## src/rvv_pkg.sv

```systemverilog
`default_nettype none

package rvv_pkg;

    // Sizes
    localparam int issue_lanes = 2;
    localparam int vlen        = 64;
    localparam int num_vreg    = 8;
    localparam int cq_depth    = 8;
    localparam int rs_depth    = 4;
    localparam int rob_depth   = 8;

    typedef logic [2:0] vreg_idx_t;
    typedef logic [2:0] rob_idx_t;
    typedef logic [1:0] vsew_t;

    // Element width codes, 64 bits is not supported
    localparam vsew_t sew_8  = 2'd0;
    localparam vsew_t sew_16 = 2'd1;
    localparam vsew_t sew_32 = 2'd2;
    localparam vsew_t sew_64 = 2'd3;

    // OPIVV / OPIVX funct6 codes
    localparam logic [5:0] f6_add  = 6'b000000;
    localparam logic [5:0] f6_sub  = 6'b000010;
    localparam logic [5:0] f6_and  = 6'b001001;
    localparam logic [5:0] f6_or   = 6'b001010;
    localparam logic [5:0] f6_xor  = 6'b001011;
    localparam logic [5:0] f6_move = 6'b010111;

    localparam logic [2:0] f3_opivv = 3'b000;
    localparam logic [2:0] f3_opivx = 3'b100;

    typedef enum logic [2:0] {
        op_add,
        op_sub,
        op_and,
        op_or,
        op_xor,
        op_move
    } alu_op_e;

    typedef struct packed {
        logic [31:0] inst;
        vsew_t       sew;
        logic [31:0] rs1_data;
    } rvv_cmd_t;

    typedef struct packed {
        alu_op_e     op;
        vreg_idx_t   vd;
        vreg_idx_t   vs1;
        vreg_idx_t   vs2;
        vsew_t       sew;
        logic [31:0] scalar;
        logic        vs1_used;
        logic        vs2_used;
        logic        illegal;
    } rvv_uop_t;

    typedef struct packed {
        alu_op_e         op;
        vsew_t           sew;
        logic [vlen-1:0] vs1_data;
        logic [vlen-1:0] vs2_data;
        logic [31:0]     scalar;
        rob_idx_t        rob_idx;
    } alu_uop_t;

    typedef struct packed {
        vreg_idx_t vd;
        logic      done;
        logic      illegal;
    } rob_alloc_t;

    typedef struct packed {
        rob_idx_t        rob_idx;
        logic [vlen-1:0] data;
    } rob_wb_t;

    typedef struct packed {
        vreg_idx_t       vd;
        logic            illegal;
        logic [vlen-1:0] data;
    } retire_t;

    typedef struct packed {
        vreg_idx_t       idx;
        logic [vlen-1:0] data;
    } vrf_wr_t;

endpackage

`default_nettype wire

```

## src/rvv_alu.sv

```systemverilog
`default_nettype none

module rvv_alu (
    input  logic              clk,
    input  logic              rst_n,
    input  rvv_pkg::alu_uop_t rs_data,
    input  logic              rs_empty,
    output logic              rs_pop,
    output logic              wb_valid,
    output rvv_pkg::rob_wb_t  wb
);

    import rvv_pkg::*;

    logic [vlen-1:0] opa;
    logic [vlen-1:0] res;

    function automatic logic [31:0] elem_op(alu_op_e op, logic [31:0] b, logic [31:0] a);
        case (op)
            op_add:  return b + a;
            op_sub:  return b - a;
            op_and:  return b & a;
            op_or:   return b | a;
            op_xor:  return b ^ a;
            default: return a;
        endcase
    endfunction

    assign rs_pop = !rs_empty;

    // Scalar repeated at element width, merged with the zeroed vs1
    always_comb begin
        case (rs_data.sew)
            sew_8:   opa = {(vlen/8){rs_data.scalar[7:0]}};
            sew_16:  opa = {(vlen/16){rs_data.scalar[15:0]}};
            default: opa = {(vlen/32){rs_data.scalar}};
        endcase
        opa = opa | rs_data.vs1_data;
    end

    // vs2 is the minuend, upper bits of each result are dropped
    always_comb begin
        logic [31:0] tmp;
        res = '0;
        case (rs_data.sew)
            sew_8: begin
                for (int i = 0; i < vlen / 8; i++) begin
                    tmp = elem_op(rs_data.op, 32'(rs_data.vs2_data[i*8 +: 8]),
                                  32'(opa[i*8 +: 8]));
                    res[i*8 +: 8] = tmp[7:0];
                end
            end
            sew_16: begin
                for (int i = 0; i < vlen / 16; i++) begin
                    tmp = elem_op(rs_data.op, 32'(rs_data.vs2_data[i*16 +: 16]),
                                  32'(opa[i*16 +: 16]));
                    res[i*16 +: 16] = tmp[15:0];
                end
            end
            default: begin
                for (int i = 0; i < vlen / 32; i++) begin
                    res[i*32 +: 32] = elem_op(rs_data.op, rs_data.vs2_data[i*32 +: 32],
                                              opa[i*32 +: 32]);
                end
            end
        endcase
    end

    always_ff @(posedge clk or negedge rst_n) begin
        if (!rst_n) begin
            wb_valid <= 1'b0;
            wb       <= '0;
        end else begin
            wb_valid <= rs_pop;
            if (rs_pop) begin
                wb.rob_idx <= rs_data.rob_idx;
                wb.data    <= res;
            end
        end
    end

endmodule

`default_nettype wire

```

## src/rvv_backend.sv

```systemverilog
`default_nettype none

module rvv_backend (
    input  logic                                         clk,
    input  logic                                         rst_n,
    input  logic [rvv_pkg::issue_lanes-1:0]              inst_valid,
    input  rvv_pkg::rvv_cmd_t [rvv_pkg::issue_lanes-1:0] inst,
    output logic [rvv_pkg::issue_lanes-1:0]              inst_ready,
    output logic                                         rt_valid,
    output rvv_pkg::retire_t                             rt,
    input  logic                                         rt_ready
);

    import rvv_pkg::*;

    // Command queue to decode
    rvv_cmd_t cq_data;
    logic     cq_empty;
    logic     cq_pop;

    // Decode to dispatch
    logic     uop_valid;
    rvv_uop_t uop;
    logic     uop_ready;

    // Dispatch to reorder buffer and station
    logic       alloc_valid;
    rob_alloc_t alloc;
    logic       alloc_ready;
    rob_idx_t   alloc_idx;
    logic       rs_push;
    alu_uop_t   rs_data;
    logic       rs_ready;

    // Station to ALU, ALU to reorder buffer
    alu_uop_t rs_head;
    logic     rs_empty;
    logic     rs_pop;
    logic     wb_valid;
    rob_wb_t  wb;

    // Register file traffic
    logic [num_vreg-1:0]      pending_vregs;
    vreg_idx_t [1:0]          rd_idx;
    logic [1:0][vlen-1:0]     rd_data;
    logic                     vrf_wr_valid;
    vrf_wr_t                  vrf_wr;

    rvv_fifo #(
        .T        (rvv_cmd_t),
        .depth    (cq_depth),
        .num_push (issue_lanes)
    ) u_cmd_queue (
        .clk       (clk),
        .rst_n     (rst_n),
        .push      (inst_valid & inst_ready),
        .push_data (inst),
        .pop       (cq_pop),
        .pop_data  (cq_data),
        .empty     (cq_empty),
        .free_ok   (inst_ready)
    );

    rvv_decode u_decode (
        .clk       (clk),
        .rst_n     (rst_n),
        .cq_data   (cq_data),
        .cq_empty  (cq_empty),
        .cq_pop    (cq_pop),
        .uop_valid (uop_valid),
        .uop       (uop),
        .uop_ready (uop_ready)
    );

    rvv_dispatch u_dispatch (
        .uop_valid     (uop_valid),
        .uop           (uop),
        .uop_ready     (uop_ready),
        .pending_vregs (pending_vregs),
        .rd_idx        (rd_idx),
        .rd_data       (rd_data),
        .alloc_valid   (alloc_valid),
        .alloc         (alloc),
        .alloc_ready   (alloc_ready),
        .alloc_idx     (alloc_idx),
        .rs_push       (rs_push),
        .rs_data       (rs_data),
        .rs_ready      (rs_ready)
    );

    rvv_fifo #(
        .T        (alu_uop_t),
        .depth    (rs_depth),
        .num_push (1)
    ) u_alu_rs (
        .clk       (clk),
        .rst_n     (rst_n),
        .push      (rs_push),
        .push_data (rs_data),
        .pop       (rs_pop),
        .pop_data  (rs_head),
        .empty     (rs_empty),
        .free_ok   (rs_ready)
    );

    rvv_alu u_alu (
        .clk      (clk),
        .rst_n    (rst_n),
        .rs_data  (rs_head),
        .rs_empty (rs_empty),
        .rs_pop   (rs_pop),
        .wb_valid (wb_valid),
        .wb       (wb)
    );

    rvv_rob u_rob (
        .clk           (clk),
        .rst_n         (rst_n),
        .alloc_valid   (alloc_valid),
        .alloc         (alloc),
        .alloc_ready   (alloc_ready),
        .alloc_idx     (alloc_idx),
        .wb_valid      (wb_valid),
        .wb            (wb),
        .pending_vregs (pending_vregs),
        .rt_valid      (rt_valid),
        .rt            (rt),
        .rt_ready      (rt_ready),
        .vrf_wr_valid  (vrf_wr_valid),
        .vrf_wr        (vrf_wr)
    );

    rvv_vrf u_vrf (
        .clk      (clk),
        .rst_n    (rst_n),
        .rd_idx   (rd_idx),
        .rd_data  (rd_data),
        .wr_valid (vrf_wr_valid),
        .wr       (vrf_wr)
    );

endmodule

`default_nettype wire

```

## src/rvv_decode.sv

```systemverilog
`default_nettype none

module rvv_decode (
    input  logic              clk,
    input  logic              rst_n,
    input  rvv_pkg::rvv_cmd_t cq_data,
    input  logic              cq_empty,
    output logic              cq_pop,
    output logic              uop_valid,
    output rvv_pkg::rvv_uop_t uop,
    input  logic              uop_ready
);

    import rvv_pkg::*;

    logic [5:0] funct6;
    logic [2:0] funct3;
    logic       vx_form;
    logic       op_ok;
    rvv_uop_t   dec;

    assign funct6  = cq_data.inst[31:26];
    assign funct3  = cq_data.inst[14:12];
    assign vx_form = (funct3 == f3_opivx);

    // Refill only when the output register is free or handing over
    assign cq_pop = !cq_empty && (!uop_valid || uop_ready);

    always_comb begin
        dec        = '0;
        op_ok      = 1'b1;
        // Only eight registers, keep the low index bits
        dec.vd     = cq_data.inst[9:7];
        dec.vs1    = cq_data.inst[17:15];
        dec.vs2    = cq_data.inst[22:20];
        dec.sew    = cq_data.sew;
        dec.scalar = cq_data.rs1_data;
        case (funct6)
            f6_add:  dec.op = op_add;
            f6_sub:  dec.op = op_sub;
            f6_and:  dec.op = op_and;
            f6_or:   dec.op = op_or;
            f6_xor:  dec.op = op_xor;
            f6_move: dec.op = op_move;
            default: op_ok = 1'b0;
        endcase
        if (funct3 != f3_opivv && !vx_form) begin
            op_ok = 1'b0;
        end
        // vmv.v.v is not supported, only the scalar broadcast
        if (dec.op == op_move && !vx_form) begin
            op_ok = 1'b0;
        end
        dec.illegal  = !op_ok || (cq_data.sew == sew_64);
        dec.vs1_used = !dec.illegal && !vx_form;
        dec.vs2_used = !dec.illegal && (dec.op != op_move);
    end

    always_ff @(posedge clk or negedge rst_n) begin
        if (!rst_n) begin
            uop_valid <= 1'b0;
            uop       <= '0;
        end else if (!uop_valid || uop_ready) begin
            uop_valid <= cq_pop;
            if (cq_pop) begin
                uop <= dec;
            end
        end
    end

endmodule

`default_nettype wire

```

## src/rvv_dispatch.sv

```systemverilog
`default_nettype none

module rvv_dispatch (
    input  logic                                uop_valid,
    input  rvv_pkg::rvv_uop_t                   uop,
    output logic                                uop_ready,
    input  logic [rvv_pkg::num_vreg-1:0]        pending_vregs,
    output rvv_pkg::vreg_idx_t [1:0]            rd_idx,
    input  logic [1:0][rvv_pkg::vlen-1:0]       rd_data,
    output logic                                alloc_valid,
    output rvv_pkg::rob_alloc_t                 alloc,
    input  logic                                alloc_ready,
    input  rvv_pkg::rob_idx_t                   alloc_idx,
    output logic                                rs_push,
    output rvv_pkg::alu_uop_t                   rs_data,
    input  logic                                rs_ready
);

    import rvv_pkg::*;

    logic hazard;
    logic path_clear;

    // RAW check against destinations still waiting to retire
    assign hazard = (uop.vs1_used && pending_vregs[uop.vs1])
                 || (uop.vs2_used && pending_vregs[uop.vs2]);

    // Illegal uops need only a reorder slot
    assign path_clear = !hazard && (uop.illegal || rs_ready);

    assign uop_ready   = alloc_ready && path_clear;
    assign alloc_valid = uop_valid && path_clear;
    assign rs_push     = uop_valid && !hazard && !uop.illegal && alloc_ready && rs_ready;

    assign rd_idx[0] = uop.vs1;
    assign rd_idx[1] = uop.vs2;

    assign alloc.vd      = uop.vd;
    assign alloc.done    = uop.illegal;
    assign alloc.illegal = uop.illegal;

    always_comb begin
        rs_data.op       = uop.op;
        rs_data.sew      = uop.sew;
        rs_data.vs2_data = rd_data[1];
        rs_data.rob_idx  = alloc_idx;
        // The source a form does not use goes out as zero
        if (uop.vs1_used) begin
            rs_data.vs1_data = rd_data[0];
            rs_data.scalar   = '0;
        end else begin
            rs_data.vs1_data = '0;
            rs_data.scalar   = uop.scalar;
        end
    end

endmodule

`default_nettype wire

```

## src/rvv_fifo.sv

```systemverilog
`default_nettype none

module rvv_fifo #(
    parameter type T        = logic [7:0],
    parameter int  depth    = 8,
    parameter int  num_push = 1
) (
    input  logic                clk,
    input  logic                rst_n,
    input  logic [num_push-1:0] push,
    input  T     [num_push-1:0] push_data,
    input  logic                pop,
    output T                    pop_data,
    output logic                empty,
    output logic [num_push-1:0] free_ok
);

    // Depth is a power of two, so pointers wrap on their own
    typedef logic [$clog2(depth)-1:0]   ptr_t;
    typedef logic [$clog2(depth+1)-1:0] cnt_t;

    T mem [depth];

    ptr_t                rd_ptr;
    ptr_t                wr_ptr;
    cnt_t                count;
    cnt_t                count_next;
    cnt_t                num_in;
    ptr_t [num_push-1:0] wr_addr;

    // Pushes land at consecutive slots in port order
    always_comb begin
        num_in = '0;
        for (int k = 0; k < num_push; k++) begin
            wr_addr[k] = wr_ptr + ptr_t'(num_in);
            num_in     = num_in + cnt_t'(push[k]);
        end
        count_next = count + num_in - cnt_t'(pop);
    end

    always_ff @(posedge clk) begin
        for (int k = 0; k < num_push; k++) begin
            if (push[k]) begin
                mem[wr_addr[k]] <= push_data[k];
            end
        end
    end

    always_ff @(posedge clk or negedge rst_n) begin
        if (!rst_n) begin
            rd_ptr  <= '0;
            wr_ptr  <= '0;
            count   <= '0;
            empty   <= 1'b1;
            free_ok <= '1;
        end else begin
            wr_ptr <= wr_ptr + ptr_t'(num_in);
            if (pop) begin
                rd_ptr <= rd_ptr + ptr_t'(1);
            end
            count <= count_next;
            empty <= (count_next == '0);
            // Bit k set while k+1 slots remain
            for (int k = 0; k < num_push; k++) begin
                free_ok[k] <= (int'(count_next) + k < depth);
            end
        end
    end

    assign pop_data = mem[rd_ptr];

endmodule

`default_nettype wire

```

## src/rvv_rob.sv

```systemverilog
`default_nettype none

module rvv_rob (
    input  logic                         clk,
    input  logic                         rst_n,
    input  logic                         alloc_valid,
    input  rvv_pkg::rob_alloc_t          alloc,
    output logic                         alloc_ready,
    output rvv_pkg::rob_idx_t            alloc_idx,
    input  logic                         wb_valid,
    input  rvv_pkg::rob_wb_t             wb,
    output logic [rvv_pkg::num_vreg-1:0] pending_vregs,
    output logic                         rt_valid,
    output rvv_pkg::retire_t             rt,
    input  logic                         rt_ready,
    output logic                         vrf_wr_valid,
    output rvv_pkg::vrf_wr_t             vrf_wr
);

    import rvv_pkg::*;

    typedef logic [$clog2(rob_depth+1)-1:0] cnt_t;

    logic [rob_depth-1:0] ent_valid;
    logic [rob_depth-1:0] ent_done;
    logic [rob_depth-1:0] ent_illegal;
    vreg_idx_t            ent_vd [rob_depth];
    logic [vlen-1:0]      ent_data [rob_depth];

    rob_idx_t head;
    rob_idx_t tail;
    cnt_t     count;
    logic     do_alloc;
    logic     do_retire;

    assign alloc_ready = (int'(count) != rob_depth);
    assign alloc_idx   = tail;
    assign do_alloc    = alloc_valid && alloc_ready;

    assign rt_valid  = ent_valid[head] && ent_done[head];
    assign do_retire = rt_valid && rt_ready;

    // Illegal entries never saw a writeback
    assign rt.vd      = ent_vd[head];
    assign rt.illegal = ent_illegal[head];
    assign rt.data    = ent_illegal[head] ? '0 : ent_data[head];

    assign vrf_wr_valid = do_retire && !ent_illegal[head];
    assign vrf_wr.idx   = ent_vd[head];
    assign vrf_wr.data  = ent_data[head];

    // Rebuilt from live entries so a repeated vd stays pending
    always_comb begin
        pending_vregs = '0;
        for (int i = 0; i < rob_depth; i++) begin
            if (ent_valid[i] && !ent_illegal[i]) begin
                pending_vregs[ent_vd[i]] = 1'b1;
            end
        end
    end

    always_ff @(posedge clk) begin
        if (do_alloc) begin
            ent_vd[tail] <= alloc.vd;
        end
        if (wb_valid) begin
            ent_data[wb.rob_idx] <= wb.data;
        end
    end

    always_ff @(posedge clk or negedge rst_n) begin
        if (!rst_n) begin
            head        <= '0;
            tail        <= '0;
            count       <= '0;
            ent_valid   <= '0;
            ent_done    <= '0;
            ent_illegal <= '0;
        end else begin
            if (do_alloc) begin
                ent_valid[tail]   <= 1'b1;
                ent_done[tail]    <= alloc.done;
                ent_illegal[tail] <= alloc.illegal;
                tail              <= tail + rob_idx_t'(1);
            end
            if (wb_valid) begin
                ent_done[wb.rob_idx] <= 1'b1;
            end
            if (do_retire) begin
                ent_valid[head] <= 1'b0;
                head            <= head + rob_idx_t'(1);
            end
            count <= count + cnt_t'(do_alloc) - cnt_t'(do_retire);
        end
    end

endmodule

`default_nettype wire

```

## src/rvv_vrf.sv

```systemverilog
`default_nettype none

module rvv_vrf (
    input  logic                          clk,
    input  logic                          rst_n,
    input  rvv_pkg::vreg_idx_t [1:0]      rd_idx,
    output logic [1:0][rvv_pkg::vlen-1:0] rd_data,
    input  logic                          wr_valid,
    input  rvv_pkg::vrf_wr_t              wr
);

    import rvv_pkg::*;

    logic [vlen-1:0] regs [num_vreg];

    always_ff @(posedge clk or negedge rst_n) begin
        if (!rst_n) begin
            for (int i = 0; i < num_vreg; i++) begin
                regs[i] <= '0;
            end
        end else if (wr_valid) begin
            regs[wr.idx] <= wr.data;
        end
    end

    // Both read ports are combinational
    always_comb begin
        for (int k = 0; k < 2; k++) begin
            rd_data[k] = regs[rd_idx[k]];
        end
    end

endmodule

`default_nettype wire

```

## config.mk

```make
export PLATFORM = sky130hd
export DESIGN_NAME = rvv_backend
export DESIGN_NICKNAME = d
export VERILOG_FILES = /design/src/rvv_pkg.sv /design/src/rvv_alu.sv /design/src/rvv_backend.sv /design/src/rvv_decode.sv /design/src/rvv_dispatch.sv /design/src/rvv_fifo.sv /design/src/rvv_rob.sv /design/src/rvv_vrf.sv
export SDC_FILE = /design/constraint.sdc
export NUM_CORES = 2
export LEC_CHECK = 0
export BUFFER_PORTS_ARGS = -buffer_cell sky130_fd_sc_hd__buf_2
export CAP_MARGIN = 20
export CORE_ASPECT_RATIO = 0.7
export CORE_MARGIN = 2
export CORE_UTILIZATION = 45
export CTS_BUF_LIST = sky130_fd_sc_hd__clkbuf_2 sky130_fd_sc_hd__clkbuf_4 sky130_fd_sc_hd__clkbuf_8
export CTS_CLUSTER_DIAMETER = 80
export DETAILED_ROUTE_END_ITERATION = 12
export HOLD_SLACK_MARGIN = 0.12
export PLACE_DENSITY = 0.58
export REMOVE_ABC_BUFFERS = 1
export SLEW_MARGIN = 40
export SYNTH_ARGS = -nofsm -noshare
export SYNTH_HDL_FRONTEND = slang
export SYNTH_SLANG_ARGS = --single-unit
```

## constraint.sdc

```tcl
create_clock -name clk -period 20.3 [get_ports clk]
set_clock_uncertainty 0.15 [all_clocks]
set_input_delay 0 -clock clk [delete_from_list [all_inputs] [get_ports clk]]
set_output_delay 0 -clock clk [all_outputs]
set_load 0.01 [all_outputs]
```

==> out/qor.yml <==
worst_setup_path:
  r2r-start: "u_alu_rs.rd_ptr[0]"
  cp_cell_sequence: "buf_4 > mux4_2 > buf_4 > nor2_1 > mux2_2 > nor2_1 > nand2_1 > a21oi_1 > nor2b_1 > nor2b_1 > o21ai_1 > xnor2_1 > ha_1 > a21oi_1 > o21ai_0 > or3_1 > a31oi_1 > o31ai_1 > a21o_1 > a21oi_1 > xnor2_1 > nand2_1 > a221o_1"
  cp_num_buf_inv: 2
  timing.rr.end: "u_alu.wb[63]"
  max_stage_delay_ns: 0.84
  critPathLaunchType: "flop"
  cp.arrival_ns: 9.34
  cpMaxStageDelayCell: "dfrtp_4"
  path_common_cell: "a21oi_1"
  required_ns: 21.00
  reg2reg_depth: 23
  reg2reg_slack_ns: 11.66
  endpoint: "u_alu.wb[63]"
  crit_family: "simple AND/OR/NAND/NOR gates"
  path_class: "flop to flop"
  critPathLaunch: "u_alu_rs.rd_ptr[0]"
  critPathMaxFanout: 37
  cp.depth: 23
  end_kind: "flop"
synthesis:
  ys_top_cells_by_count: "1624 x edfxtp_1, 845 x nor2_1, 799 x a21oi_1, 681 x dfrtp_1, 651 x mux4_2"
  synthTopCellsByArea: "edfxtp_1 44%, dfrtp_1 15%, mux4_2 13%, mux2_2 5.2%, a21oi_1 3.6%"
  syn_area_um2: 111000
  synth_top_family_by_area: "multiplexers"
  yosysTopAreaCell: "edfxtp_1"
  synthXorXnorAreaFrac_pct: 1.81
  synth_top_area_share_pct: 43.7
  ys_seq_area_share_pct: 59.1
  ys_ff_latch: 2310
  synth_edf_count: 1624
  synthCells: 7673
  synthMuxAreaShare_pct: 20.4
  async_reset_ff_share_pct: 29.7
  yosys.cell_count.top_type: "edfxtp_1"
  synth_cell_types: 87
  synth_warnings: 0
  synth-simple-area-share_pct: 5.81
  synth-adder-area-share_pct: 3.31
  yosys_most_used_dff: "edfxtp_1"
  synth-compound-area-share_pct: 7.02
  postSynthAreaPerCell_um2: 14.5
cts:
  clkSinkCount: 2310
  cts_max_level: 5
  cts_tree: "yes"
  numCtsBuffers: 365
  path_clk_slew_ns: 0.06
  cts-root-buf: "clkbuf_8"
  cts_resized: 0
  clk_latency_ns: 1.01
  clock_path_buffers: 4
floorplanning:
  start_util_pct: 45.4
  die_y_um: 420
  die-area_um2: 252000
  num_rows: 152
  io_pins: 208
  die_w_um: 599
  core_area_um2: 246000
drt:
  avgRoutedWirePerCell_um: 27.2
  drc_errors: 0
  drt_iter0_drc: 7499
  vias_per_cell: 5.93
  vias: 70036
  postRouteAntennaNets: 0
  drt-pass1-iter-count: 6
  wl_um: 321000
global_route:
  antenna_found_initial: 13
  top_usage_layer: "met1"
  grt_use_met2_pct: 38.4
  grt_pass1_wl_um: 476000
  grt_max_degree: 129
  use_met1_pct: 38.7
  met3_usage_pct: 4.39
  grt_overflow: 0
  gr-usage-all-layers_pct: 25.5
  grt_pass1_vias: 70641
cells_and_area:
  fin_area_um2: 127000
  drive_gt1_share_pct: 27.2
  area_growth_pct: 14.1
  final_nets: 8610
  nFillCells: 20687
timing:
  worstMarginPinSlew_ns: 1.00
  rsz0062_at_grt: "no"
  min_period_ns: 8.64
  maxSlewViolCount: 0
  setup_violations: 0
  setup_tns_ns: 0
  finalHoldViolCount: 0
  min_period_over_period_pct: 42.5
  slew_headroom_pct: 33.0
  fmax_ghz: 0.116
place:
  place.gp.congestion: 0.962
  placed_area_um2: 117000
  port_buffers: 179
  dpl.hpwl_um: 202000
worst_hold_path:
  min_path_type: "primary input to flop"
flow_run:
  drv_cap: 0
outcome:
  status: "finished, final reports clean"
power:
  power_density_nw_per_um2: 182
  vdd_drop_max_mv: 0.101
  p_leak_nw: 46.4
-- how the worst min path moves through the flow --
| stage | cells after the start | from | to |
|---|---|---|---|
| 2_1_floorplan | 0 | rst_n | u_alu.wb[0] |
| 3_3_place_gp | 1 | rst_n | u_vrf.regs[228] |
| 3_5_place_dp | 1 | rst_n | u_vrf.regs[132] |
| 4_1_cts | 4 | inst[22] | u_cmd_queue.mem[0][22] |
| 5_1_grt | 4 | inst[130] | u_cmd_queue.mem[6][64] |
| 6_report | 4 | inst[26] | u_cmd_queue.mem[2][26] |
-- worst register-to-register path, stage by stage, from the launching register on --
cell     delay (ns)
dfrtp_4        0.84
buf_4          0.72
mux4_2         0.62
buf_4          0.31
nor2_1         0.79
mux2_2         0.43
nor2_1         0.36
nand2_1        0.24
a21oi_1        0.44
nor2b_1        0.35
nor2b_1        0.33
o21ai_1        0.17
xnor2_1        0.17
ha_1           0.32
a21oi_1        0.13
o21ai_0        0.23
or3_1          0.42
a31oi_1        0.33
o31ai_1        0.20
a21o_1         0.20
a21oi_1        0.21
xnor2_1        0.14
nand2_1        0.07
a221o_1        0.32
-- sequential cells by signal, summed over array words and instances, names as in the netlist, 24 cells and up --
register / cells
u_alu.wb: 67
u_rob.ent_data: 512
u_rob.ent_vd: 24
u_alu_rs.mem: 672
u_vrf.regs: 512
u_decode.uop: 49
u_cmd_queue.mem: 416
-- layout make-up --
type / instances / area (um^2) / share of cell area [%]
tap: 3311 / 4140 / 3.26
sequential: 2310 / 66000 / 51.9
inverter: 214 / 803 / 0.632
clock buffer: 557 / 6840 / 5.38
timing repair buffer: 618 / 5280 / 4.15
clock inverter: 117 / 766 / 0.602
antenna: 7 / 17.5 / 0.0138
multi-input combinational: 4676 / 43300 / 34.1
-- metrics by stage --
stage | setup slack [ns] | std cells | total power [W] | hold slack (ns) | util [%]
final | 11.66 | 11810 | 0.0231 | 0.235 | 51.8
after global routing | 11.30 | 11807 | 0.0244 | 0.199 | 51.8
after CTS | 11.79 | 11798 | 0.0231 | 0.122 | 51.7
after detailed placement | 11.85 | 10851 | 0.0188 | -0.154 | 47.4
after global placement | 11.86 | 10844 | 0.0185 | -0.159 | 47.3
after floorplan | -0.0527 | 7200 | 0.0154 | -0.446 | -
-- cells in the final DEF, fill, tap and decap left out, types with 149 or more instances in the layout --
cell type	instances
ha_1	276
a21oi_1	798
nor2_1	821
o21ai_0	149
nand2_1	173
nor2b_1	149
mux2_2	509
dfrtp_1	666
clkbuf_8	425
buf_2	178
inv_1	208
edfxtp_1	1624
mux4_2	651
xnor2_1	186
dlygate4sd3_1	272
mux2i_1	153
-- kinds of logic after synthesis --
kind of cell,after synthesis
mux,1374
xor+xnor,231
compound gates,1357
fa+ha+maj,288
simple gates,1426
flops,2310
buf+inv,687
-- routing by layer --
| metal | wire, um | up-vias |
|---|---|---|
| met2 | 143000 | 2678 |
| met4 | 5860 | 8 |
| met1 | 148000 | 36509 |
| met5 | 57 | - |
| li1 | - | 30406 |
| met3 | 24300 | 435 |
-- power by group --
group	switching [W]	leakage (nW)	internal, W
Sequential	0.000929	23.0	0.00670
Clock	0.00190	4.03	0.00223
Combinational	0.00677	19.3	0.00458
Total	0.00960	46.4	0.0135
-- repair_timing --
action                     4_1_cts  5_1_grt
setup endpoints to repair        0        0
hold buffers                   273        0
setup buffers                    0        0
hold endpoints to repair      1115        0
Power figures use the tool's default switching activity.
